### src/logic/fetch_pkg.sv
`default_nettype none

package fetch_pkg;

    typedef logic [31:0] bus32_t;

    // J-type field layout, msb first
    typedef struct packed {
        logic       imm20;
        logic [9:0] imm10_1;
        logic       imm11;
        logic [7:0] imm19_12;
        logic [4:0] rd;
        logic [6:0] opcode;
    } j_type_t;

    typedef union packed {
        bus32_t  raw;
        j_type_t j;
    } instr_u;

    localparam instr_u     NOP_INSTR      = instr_u'(32'h0000_0013);  // addi x0, x0, 0
    localparam logic [6:0] OPCODE_JAL     = 7'b110_1111;
    localparam logic [2:0] AXI_PROT_INSTR = 3'b100;                  // Unprivileged, secure, instr
    localparam bus32_t     RESET_PC       = 32'h0000_0000;

    typedef struct packed {
        bus32_t pc;
        instr_u instr;
    } fetch_out_t;

    typedef struct packed {
        bus32_t addr;  // Word aligned
    } mem_req_t;

    typedef struct packed {
        bus32_t addr;
        instr_u data;
    } mem_rsp_t;

    typedef struct packed {
        bus32_t     araddr;
        logic [2:0] arprot;
    } axil_ar_t;

    typedef struct packed {
        bus32_t     rdata;
        logic [1:0] rresp;
    } axil_r_t;

    // Sign-extended J immediate, bit 0 always zero
    function automatic bus32_t j_imm(instr_u instr);
        j_type_t j;
        j = instr.j;
        return {{11{j.imm20}}, j.imm20, j.imm19_12, j.imm11, j.imm10_1, 1'b0};
    endfunction

endpackage

`default_nettype wire

### src/logic/pc_gen.sv
`default_nettype none

module pc_gen (
    input  logic                  clk_i,
    input  logic                  rstn_i,
    input  logic                  hit_i,
    input  fetch_pkg::instr_u     instr_i,
    input  logic                  out_ready_i,
    input  logic                  redirect_valid_i,
    input  fetch_pkg::bus32_t     redirect_pc_i,
    output fetch_pkg::bus32_t     pc_o,
    output fetch_pkg::fetch_out_t out_o,
    output logic                  out_valid_o
);
    import fetch_pkg::*;

    bus32_t pc_q;
    bus32_t pc_follow;
    bus32_t pc_next;
    logic   transfer;
    logic   is_jal;

    assign transfer = hit_i && out_ready_i;
    assign is_jal   = (instr_i.j.opcode == OPCODE_JAL);

    // Predecode: JAL target or fall through
    assign pc_follow = is_jal ? (pc_q + j_imm(instr_i)) : (pc_q + 32'd4);

    always_comb begin
        pc_next = pc_q;
        if (redirect_valid_i) begin
            pc_next = redirect_pc_i;  // Later stage wins
        end else if (transfer) begin
            pc_next = pc_follow;
        end
    end

    always_ff @(posedge clk_i or negedge rstn_i) begin
        if (!rstn_i) begin
            pc_q <= RESET_PC;
        end else begin
            pc_q <= pc_next;
        end
    end

    assign pc_o        = pc_q;
    assign out_valid_o = hit_i;
    assign out_o.pc    = pc_q;
    assign out_o.instr = instr_i;  // Stable under back-pressure since pc_q holds

endmodule

`default_nettype wire

### src/logic/icache.sv
`default_nettype none

module icache #(
    parameter int NUM_SETS = 16,
    parameter int WAYS     = 2
) (
    input  logic                clk_i,
    input  logic                rstn_i,
    input  fetch_pkg::bus32_t   pc_i,
    input  logic                accept_i,
    output logic                hit_o,
    output fetch_pkg::instr_u   instr_o,
    output logic                req_valid_o,
    input  logic                req_ready_i,
    output fetch_pkg::mem_req_t req_o,
    input  logic                rsp_valid_i,
    input  fetch_pkg::mem_rsp_t rsp_i
);
    import fetch_pkg::*;

    localparam int OFFSET_BITS = 2;
    localparam int INDEX_BITS  = $clog2(NUM_SETS);
    localparam int TAG_BITS    = 32 - INDEX_BITS - OFFSET_BITS;
    localparam int WAY_BITS    = (WAYS > 1) ? $clog2(WAYS) : 1;

    localparam logic [WAY_BITS-1:0] OLDEST = WAY_BITS'(WAYS - 1);

    logic                valid_q [NUM_SETS][WAYS];
    logic [TAG_BITS-1:0] tag_q   [NUM_SETS][WAYS];
    instr_u              data_q  [NUM_SETS][WAYS];
    logic [WAY_BITS-1:0] age_q   [NUM_SETS][WAYS];  // 0 is most recent

    logic [INDEX_BITS-1:0] index;
    logic [TAG_BITS-1:0]   tag;
    bus32_t                line_addr;
    logic [WAYS-1:0]       hit_vec;
    logic [WAY_BITS-1:0]   hit_way;
    logic [WAY_BITS-1:0]   victim_way;
    logic [WAY_BITS-1:0]   touch_way;
    logic                  hit;
    logic                  fill;
    logic                  touch_en;
    logic                  pending_q;

    assign index     = pc_i[OFFSET_BITS +: INDEX_BITS];
    assign tag       = pc_i[31 -: TAG_BITS];
    assign line_addr = {pc_i[31:OFFSET_BITS], 2'b00};

    // Parallel tag compare over all ways of the set
    always_comb begin
        hit_way = '0;
        for (int w = 0; w < WAYS; w++) begin
            hit_vec[w] = valid_q[index][w] && (tag_q[index][w] == tag);
            if (hit_vec[w]) begin
                hit_way = WAY_BITS'(w);
            end
        end
    end

    always_comb begin
        victim_way = '0;
        for (int w = 0; w < WAYS; w++) begin
            if (age_q[index][w] == OLDEST) begin
                victim_way = WAY_BITS'(w);
            end
        end
    end

    assign hit     = |hit_vec;
    assign hit_o   = hit;
    assign instr_o = hit ? data_q[index][hit_way] : NOP_INSTR;

    // Stale responses after a redirect are dropped here
    assign fill = rsp_valid_i && !hit && (rsp_i.addr == line_addr);

    assign touch_en  = (hit && accept_i) || fill;
    assign touch_way = fill ? victim_way : hit_way;

    assign req_valid_o = !hit && !pending_q;
    assign req_o.addr  = line_addr;

    always_ff @(posedge clk_i or negedge rstn_i) begin
        if (!rstn_i) begin
            pending_q <= 1'b0;
            for (int s = 0; s < NUM_SETS; s++) begin
                for (int w = 0; w < WAYS; w++) begin
                    valid_q[s][w] <= 1'b0;
                    age_q[s][w]   <= WAY_BITS'(w);  // Distinct ages to start
                end
            end
        end else begin
            if (req_valid_o && req_ready_i) begin
                pending_q <= 1'b1;
            end else if (rsp_valid_i) begin
                pending_q <= 1'b0;
            end

            if (fill) begin
                valid_q[index][victim_way] <= 1'b1;
            end

            // Used way goes to age 0, younger ways age by one
            if (touch_en) begin
                for (int w = 0; w < WAYS; w++) begin
                    if (WAY_BITS'(w) == touch_way) begin
                        age_q[index][w] <= '0;
                    end else if (age_q[index][w] < age_q[index][touch_way]) begin
                        age_q[index][w] <= age_q[index][w] + 1'b1;
                    end
                end
            end
        end
    end

    always_ff @(posedge clk_i) begin
        if (fill) begin
            tag_q[index][victim_way]  <= tag;
            data_q[index][victim_way] <= rsp_i.data;
        end
    end

endmodule

`default_nettype wire

### src/logic/axil_fetch_master.sv
`default_nettype none

module axil_fetch_master (
    input  logic                clk_i,
    input  logic                rstn_i,
    input  logic                req_valid_i,
    output logic                req_ready_o,
    input  fetch_pkg::mem_req_t req_i,
    output logic                rsp_valid_o,
    output fetch_pkg::mem_rsp_t rsp_o,
    output logic                arvalid_o,
    input  logic                arready_i,
    output fetch_pkg::axil_ar_t ar_o,
    input  logic                rvalid_i,
    output logic                rready_o,
    input  fetch_pkg::axil_r_t  r_i
);
    import fetch_pkg::*;

    typedef enum logic [1:0] {
        ST_IDLE,
        ST_ADDR,
        ST_DATA
    } state_e;

    state_e   state_q;
    bus32_t   addr_q;
    mem_rsp_t rsp_q;
    logic     rsp_valid_q;

    assign req_ready_o = (state_q == ST_IDLE);
    assign arvalid_o   = (state_q == ST_ADDR);
    assign rready_o    = (state_q == ST_DATA);

    assign ar_o.araddr = addr_q;  // Held from acceptance until R
    assign ar_o.arprot = AXI_PROT_INSTR;

    always_ff @(posedge clk_i or negedge rstn_i) begin
        if (!rstn_i) begin
            state_q     <= ST_IDLE;
            rsp_valid_q <= 1'b0;
        end else begin
            rsp_valid_q <= 1'b0;
            case (state_q)
                ST_IDLE: begin
                    if (req_valid_i) begin
                        state_q <= ST_ADDR;
                    end
                end
                ST_ADDR: begin
                    if (arready_i) begin
                        state_q <= ST_DATA;
                    end
                end
                ST_DATA: begin
                    if (rvalid_i) begin
                        state_q     <= ST_IDLE;
                        rsp_valid_q <= 1'b1;  // Single-cycle pulse
                    end
                end
                default: state_q <= ST_IDLE;
            endcase
        end
    end

    always_ff @(posedge clk_i) begin
        if (req_valid_i && req_ready_o) begin
            addr_q <= req_i.addr;
        end
        if (rvalid_i && rready_o) begin
            rsp_q.addr     <= addr_q;
            rsp_q.data.raw <= r_i.rdata;  // rresp ignored
        end
    end

    assign rsp_valid_o = rsp_valid_q;
    assign rsp_o       = rsp_q;

endmodule

`default_nettype wire

### src/logic/fetch_top.sv
`default_nettype none

module fetch_top #(
    parameter int NUM_SETS = 16,
    parameter int WAYS     = 2  // Power of two
) (
    input  logic                  clk_i,
    input  logic                  rstn_i,
    input  logic                  redirect_valid_i,
    input  fetch_pkg::bus32_t     redirect_pc_i,
    output fetch_pkg::fetch_out_t out_o,
    output logic                  out_valid_o,
    input  logic                  out_ready_i,
    output logic                  arvalid_o,
    input  logic                  arready_i,
    output fetch_pkg::axil_ar_t   ar_o,
    input  logic                  rvalid_i,
    output logic                  rready_o,
    input  fetch_pkg::axil_r_t    r_i
);
    import fetch_pkg::*;

    bus32_t   pc;
    instr_u   instr;
    logic     hit;
    logic     accept;
    logic     req_valid;
    logic     req_ready;
    mem_req_t req;
    logic     rsp_valid;
    mem_rsp_t rsp;

    assign accept = out_valid_o && out_ready_i;  // Decode took the word

    pc_gen pc_gen0 (
        .clk_i            (clk_i),
        .rstn_i           (rstn_i),
        .hit_i            (hit),
        .instr_i          (instr),
        .out_ready_i      (out_ready_i),
        .redirect_valid_i (redirect_valid_i),
        .redirect_pc_i    (redirect_pc_i),
        .pc_o             (pc),
        .out_o            (out_o),
        .out_valid_o      (out_valid_o)
    );

    icache #(
        .NUM_SETS (NUM_SETS),
        .WAYS     (WAYS)
    ) icache0 (
        .clk_i       (clk_i),
        .rstn_i      (rstn_i),
        .pc_i        (pc),
        .accept_i    (accept),
        .hit_o       (hit),
        .instr_o     (instr),
        .req_valid_o (req_valid),
        .req_ready_i (req_ready),
        .req_o       (req),
        .rsp_valid_i (rsp_valid),
        .rsp_i       (rsp)
    );

    axil_fetch_master axil_master0 (
        .clk_i       (clk_i),
        .rstn_i      (rstn_i),
        .req_valid_i (req_valid),
        .req_ready_o (req_ready),
        .req_i       (req),
        .rsp_valid_o (rsp_valid),
        .rsp_o       (rsp),
        .arvalid_o   (arvalid_o),
        .arready_i   (arready_i),
        .ar_o        (ar_o),
        .rvalid_i    (rvalid_i),
        .rready_o    (rready_o),
        .r_i         (r_i)
    );

endmodule

`default_nettype wire

### config.mk
export PLATFORM = sky130hd
export DESIGN_NAME = fetch_top
export DESIGN_NICKNAME = d
export VERILOG_FILES = /design/src/logic/fetch_pkg.sv /design/src/logic/pc_gen.sv /design/src/logic/icache.sv /design/src/logic/axil_fetch_master.sv /design/src/logic/fetch_top.sv
export SDC_FILE = /design/constraint.sdc
export NUM_CORES = 2
export LEC_CHECK = 0
export BUFFER_PORTS_ARGS = -buffer_cell sky130_fd_sc_hd__buf_4
export CORE_ASPECT_RATIO = 0.9
export CORE_MARGIN = 1
export CORE_UTILIZATION = 50
export DETAILED_ROUTE_END_ITERATION = 16
export GPL_ROUTABILITY_DRIVEN = 0
export PLACE_DENSITY = 0.78
export SETUP_SLACK_MARGIN = 0.02
export SLEW_MARGIN = 20
export SYNTH_ARGS = -nofsm -noshare
export SYNTH_HDL_FRONTEND = slang
export SYNTH_HIERARCHICAL = 1
export SYNTH_SLANG_ARGS = --single-unit
### constraint.sdc
create_clock -name clk_i -period 12.3 [get_ports clk_i]
set_clock_uncertainty 0.15 [all_clocks]
set_input_delay 0.615 -clock clk_i [delete_from_list [all_inputs] [get_ports clk_i]]
set_output_delay 0.615 -clock clk_i [all_outputs]
set_load 0.05 [all_outputs]
# Word level (Yosys, flattened, before mapping)
# Memory sizes are Yosys's and may differ from the RTL's.
# Index checks and enable logic that the tools add are counted.
[word_totals] ramBits=1856 word_cells=171 mem_count=2 ff_bits=192
[mem_list] memory="icache0.data_q" depth=16 word_bits=64 rd=1 rd_ports_with_merged_regs=0 write_ports=1 line_no="icache.sv:30" rtl="instr_u data_q [NUM_SETS][WAYS];"
[mem_list] memory="icache0.tag_q" depth=16 word_bits=52 rd=1 rd_ports_with_merged_regs=0 write_ports=1 line_no="icache.sv:29" rtl="logic [TAG_BITS-1:0] tag_q [NUM_SETS][WAYS];"
[op_classes] n_bitwise=9 eq_ne=9 n_lt_le_gt_ge=8 n_reduce_logical=19 add_sub_neg=4 muxes=49
[op_table] op="$mux W32" count=13
[op_table] op="$and A32 B32 Y32" count=2
[op_table] op="$bwmux W32" count=2
[op_table] op="$mux W64" count=1
[op_table] op="$not A32 Y32" count=2
[op_table] op="$eq A26 B26 Y1" count=2
[op_table] op="$mux W52" count=1
[op_table] op="$add A32 B3 Y32 const B" count=1
[op_table] op="$add A32 B32 Y32" count=1
[op_table] op="$demux W32 S1" count=1
[op_table] op="$or A32 B32 Y32" count=1
[op_table] op="$eq A30 B30 Y1" count=1
[op_table] op="$demux W26 S1" count=1
[op_table] op="$mux W26" count=1
[op_table] op="$demux W2 S4" count=3
[op_table] op="$mux W2" count=9
[op_table] op="$bmux W2 S4" count=2
[op_table] op="$mux W1" count=13
[op_table] op="$logic_and A1 B1 Y1" count=11
[op_table] op="$eq A7 B7 Y1 const B" count=1
[op_table] op="$ge A2 B2 Y1 const B" count=3
[op_table] op="$not A1 Y2" count=3
[op_table] op="$pmux W2 S3" count=1
[op_table] op="$ge A5 B5 Y1 const B" count=1
[op_table] op="16 further kinds" count=21

# Depth between registers and ports, before layout
[logic_depth] word_depth=21 ltp_mapped=31 depth_no_buf=23

# By module
# Netlist, hierarchy kept.
[modules_own_cells] module="icache" cells_each=3525 instances=1 area_each_um2=76505.9
[modules_own_cells] module="pc_gen" cells_each=570 instances=1 area_each_um2=4139.0
[modules_own_cells] module="axil_fetch_master" cells_each=113 instances=1 area_each_um2=3044.2
[modules_own_cells] module="fetch_top" cells_each=1 instances=1 area_each_um2=6.3

# Worst setup path before layout
# OpenSTA, ideal clock, no wires.
[synth_path] path_type="reg-to-reg" startpoint="register pc_gen0.pc_q[5] (netlist: pc_gen0/pc_o[5])" endpoint="memory icache0/data_q[0][32] (netlist bit), enable pin" path_stages_with_launch=15 path_slack_ns=5.608 setup_ns=0.474 arrival_ns=6.068 required_ns=11.676 synth_period_minus_slack_ns=6.692 cell_sequence="dfrtp_1 > buf_4 > buf_4 > buf_4 > buf_6 > buf_4 > buf_6 > buf_2 > xor2_1 > or4_1 > or4_1 > nor3b_2 > nand2b_1 > buf_2 > nor2_1"
[synth_between] elab_chain_cells=11
[synth_rtl] item="start, declared" line_no="pc_gen.sv:17" rtl="bus32_t pc_q;"
[synth_rtl] item="start signal, assigned" line_no="pc_gen.sv:42" rtl="pc_q <= pc_next;"
[synth_rtl] item="$not A4 Y5 (implied by the code)" line_no="icache.sv:53, icache.sv:63"
[synth_rtl] item="$bmux W2 S4 (on tied branches)"
[synth_rtl] item="$mux W2 (on tied branches) (2 in series)"
[synth_rtl] item="$mux W1 / $logic_and A1 B1 Y1 (equally long branches)" line_no="icache.sv:63, icache.sv:53"
[synth_rtl] item="$not A1 Y2 (implied by the code) / $reduce_or A2 Y1 (equally long branches)" line_no="icache.sv:118, icache.sv:69"
[synth_rtl] item="$ge A2 B2 Y1 (implied by the code), or another cell as far along" line_no="icache.sv:118" rtl="data_q[index][victim_way] <= rsp_i.data;"
[synth_rtl] item="$logic_and A1 B1 Y1 (on tied branches)" line_no="icache.sv:118, icache.sv:74"
[synth_rtl] item="$mux W32 (implied by the code) / $logic_and A1 B1 Y1 (equally long branches)" line_no="icache.sv:118, icache.sv:74"
[synth_rtl] item="$demux W32 S1 / $mux W1 (equally long branches)" line_no="icache.sv:118, icache.sv:116"
[synth_rtl] item="$mux W64 (implied by the code)" line_no="icache.sv:118"
[synth_rtl] item="end, declared" line_no="icache.sv:30"
# Several ways; a longest one is shown, not always the timed one. The select of a mux whose other input is x is not followed.

# Worst setup path in the final report
[layout_path] startpoint="register pc_gen0.pc_q[3] (netlist: pc_gen0/pc_o[3])" endpoint="register pc_gen0.pc_q[31] (netlist: pc_gen0/pc_o[31])"
[layout_between] elab_chain_cells=15
[layout_rtl] item="parallel branches: the longest is 15 deep, another holds $mem_v2 Z16 W52"
# Parallel ways; which one is timed is not known. The select of a mux whose other input is x is not followed.
# A chain may end at the register's enable or synchronous reset.

==> key figures <==
Floorplan
  • Std cell rows: 142
  • Ports: 174
  • Overall die area: 169000 sq um
  • Initial core utilization: 50.3%
  • Die width: 433 um
  • Die height: 390 um
  • Area of the core: 166000 sq um

Clock tree
  • Clock Latency Late Sink: 0.84 ns
  • Clock Tree Root: clkbuf_16
  • Worst-path clk slew: 0.07 ns
  • Inserted Clock Buffers: 183
  • Clk buf depth: 3
  • Clock sink count: 2052
  • Post-CTS setup buffers: 0
  • H-tree depth: 4
  • CTS tree: done

Global routing
  • Vias in the first global route: 45.1k
  • Global-route wire length before repair: 324000 um
  • Congestion Overflow GR: 0
  • Largest net degree at the start of global routing: 123
  • Global-route usage over all layers: 27.0%
  • Initial antenna violation count: 12

Power
  • Static Leak: 30.0 nW
  • PD cells: 161 nW/um^2
  • Worst VDD drop: 0.145 mV

Critical path
  • Crit path from: pc_gen0/pc_o[3]
  • Crit Path Max Fanout: 52
  • R2R Path Start: pc_gen0/pc_o[3]
  • Crit path launch type: flop
  • CP Class: flop to flop
  • Crit path DAT: 9.51 ns
  • Worst EP required: 12.84 ns
  • Setup crit end kind: flop

Final layout
  • Total Nets Final: 4522
  • Layout area overhead: 11.8%
  • Layout cells sized above 1: 25.6%
  • FF+latch area: 61200 sq um
  • Multi-input logic area: 20700 sq um
  • Fillers: 11.8k
  • Post-Route Utilization: 56.2%

STA
  • Final Max Tran Viols: 0
  • F_max: 111 MHz
  • Setup tns final: 0 ns
  • Worst slew pin tran: 1.19 ns
  • Relative slew slack: 20.5%
  • Min cycle time layout: 8.97 ns
  • Fin crit share: 73.0%
  • RSZ-0062 raised after global routing: no
  • Number of failing hold endpoints at the final stage: 0
  • Hold WS: 0.0753 ns
  • Setup violations, final: 0

Route
  • Via count: 45.2k
  • DR WL/cell: 33.6 um
  • DR pass1 iterations: 7
  • DR vias/cell: 6.65
  • DRC: 0
  • Initial DRC count: 7587
  • Post-route ant nets: 0
  • Post-Route WL: 228000 um

Yosys
  • Mapped Avg Cell Area: 19.9 sq um
  • Mapped Area: 83700 sq um
  • Synth Warn #: 6
  • Post-synthesis cell count: 4207

Status
  • Status: complete, no violations

Job
  • Max_cap viols: 0

Placement
  • IO buf count: 168
  • HPWL after DPL: 120000 um

Worst hold path
  • Hold Startpoint: redirect_pc_i[31]
  • Hold/Removal Path Class: primary input to flop
-- where the power goes --
part / switching (mW) / internal, mW / leakage [nW] / total [mW]
clock: 2.56 / 3.16 / 2.86 / 5.72
combinational: 0.856 / 0.509 / 8.31 / 1.37
sequential: 0.153 / 7.83 / 18.8 / 7.98
total: 3.57 / 11.5 / 30.0 / 15.1
-- worst max-delay path, stage by stage (launching register included) --
cell and delay [ns]:
dfrtp_4 1.04, buf_4 0.86, mux4_2 0.48, nand3_1 0.11, o311ai_0 0.39, o31ai_1 0.73, and4_1 0.37, nand4_4 0.18
buf_4 0.42, nand2b_1 0.25, o21ai_0 0.65, inv_1 0.16, fa_1 0.47, nand2b_1 0.18, a21oi_1 0.20, o21ai_0 0.26
o21ai_1 0.35, a31oi_1 0.25, o21bai_1 0.28, a21oi_1 0.16, a31o_2 0.23, mux2i_1 0.20, nand2b_1 0.13, nand3_1 0.08
-- routing by layer --
metal / GRT usage (%) / vias to the layer above / part of all wire (%)
li1: - / 17600 / -
met1: 35.1 / 23300 / 34
met2: 43.4 / 3612 / 48
met3: 5.79 / 671 / 12
met4: 13.0 / 12 / 5.3
met5: 0 / - / 0.035
-- sequential cells by signal (all words and copies together) (netlist names), 2 cells and up --
| name | cells |
|---|---|
| icache0/data_q | 1024 |
| icache0/tag_q | 832 |
| axil_master0/rsp_o | 64 |
| axil_master0/addr_q | 32 |
| icache0/age_q | 32 |
| icache0/valid_q | 32 |
| pc_gen0/pc_o | 32 |
| axil_master0/state_q | 2 |
-- cell usage in the layout, fill, tap and decap left out, types with 20 or more instances in the layout --
cell type      count
a21oi_1           79
a22o_1            20
buf_4            278
clkbuf_1          52
clkbuf_16        185
clkinv_1          31
clkinv_2          24
dfrtp_1           71
dlygate4sd3_1     64
edfxtp_1        1952
ha_1              31
inv_1             21
mux2_2            23
mux2i_1          146
mux4_2           501
nand2_1          154
nand2b_1          41
nand3_1           32
nand4_1           22
nor2_1            79
nor2_4            32
nor3_1            22
o211ai_1          25
o21ai_0           96
o21bai_1          36
o22ai_1           27
or4_1             22
xnor2_1           71
xor2_1            57
-- final timing paths --
kind / end / slack, ns / depth (start not counted)
max: pc_gen0/pc_o[31] / 3.33 / 23
min: pc_gen0/pc_o[31] / 0.08 / 3
max reg2reg: pc_gen0/pc_o[31] / 3.33 / 23
min reg2reg: axil_master0/rsp_o[60] / 0.31 / 0
max in group asynchronous: pc_gen0/pc_o[5] / 10.18 / 3
min in group asynchronous: icache0/valid_q[26] / 0.28 / 2
-- layout make-up --
class | instances | share of cell area, %
Antenna cell | 1 | 0.00268
Inverter | 27 | 0.114
Timing Repair Buffer | 349 | 3.06
Multi-Input combinational cell | 1805 | 22.1
Clock inverter | 88 | 1.03
Clock buffer | 244 | 5.26
Sequential cell | 2052 | 65.4
Tap cell | 2232 | 2.99
-- through the flow --
stage          cell area (sq um)  power [mW]  cells  setup slack (ns)
2_1_floorplan              83700        8.99   4209              5.61
3_3_place_gp               86900        9.40   6397              3.97
3_5_place_dp               87000        9.43   6399              3.88
4_1_cts                    93500        15.1   6795              3.74
5_1_grt                    93500        15.4   6797              3.28
6_report                   93500        15.1   6798              3.33
-- repair_timing --
| item | CTS | global route |
|---|---|---|
| endpoints found under the hold margin | 103 | 0 |
| gates resized for setup | 0 | 0 |
| hold buffers | 64 | 0 |
Power figures use the tool's default switching activity.
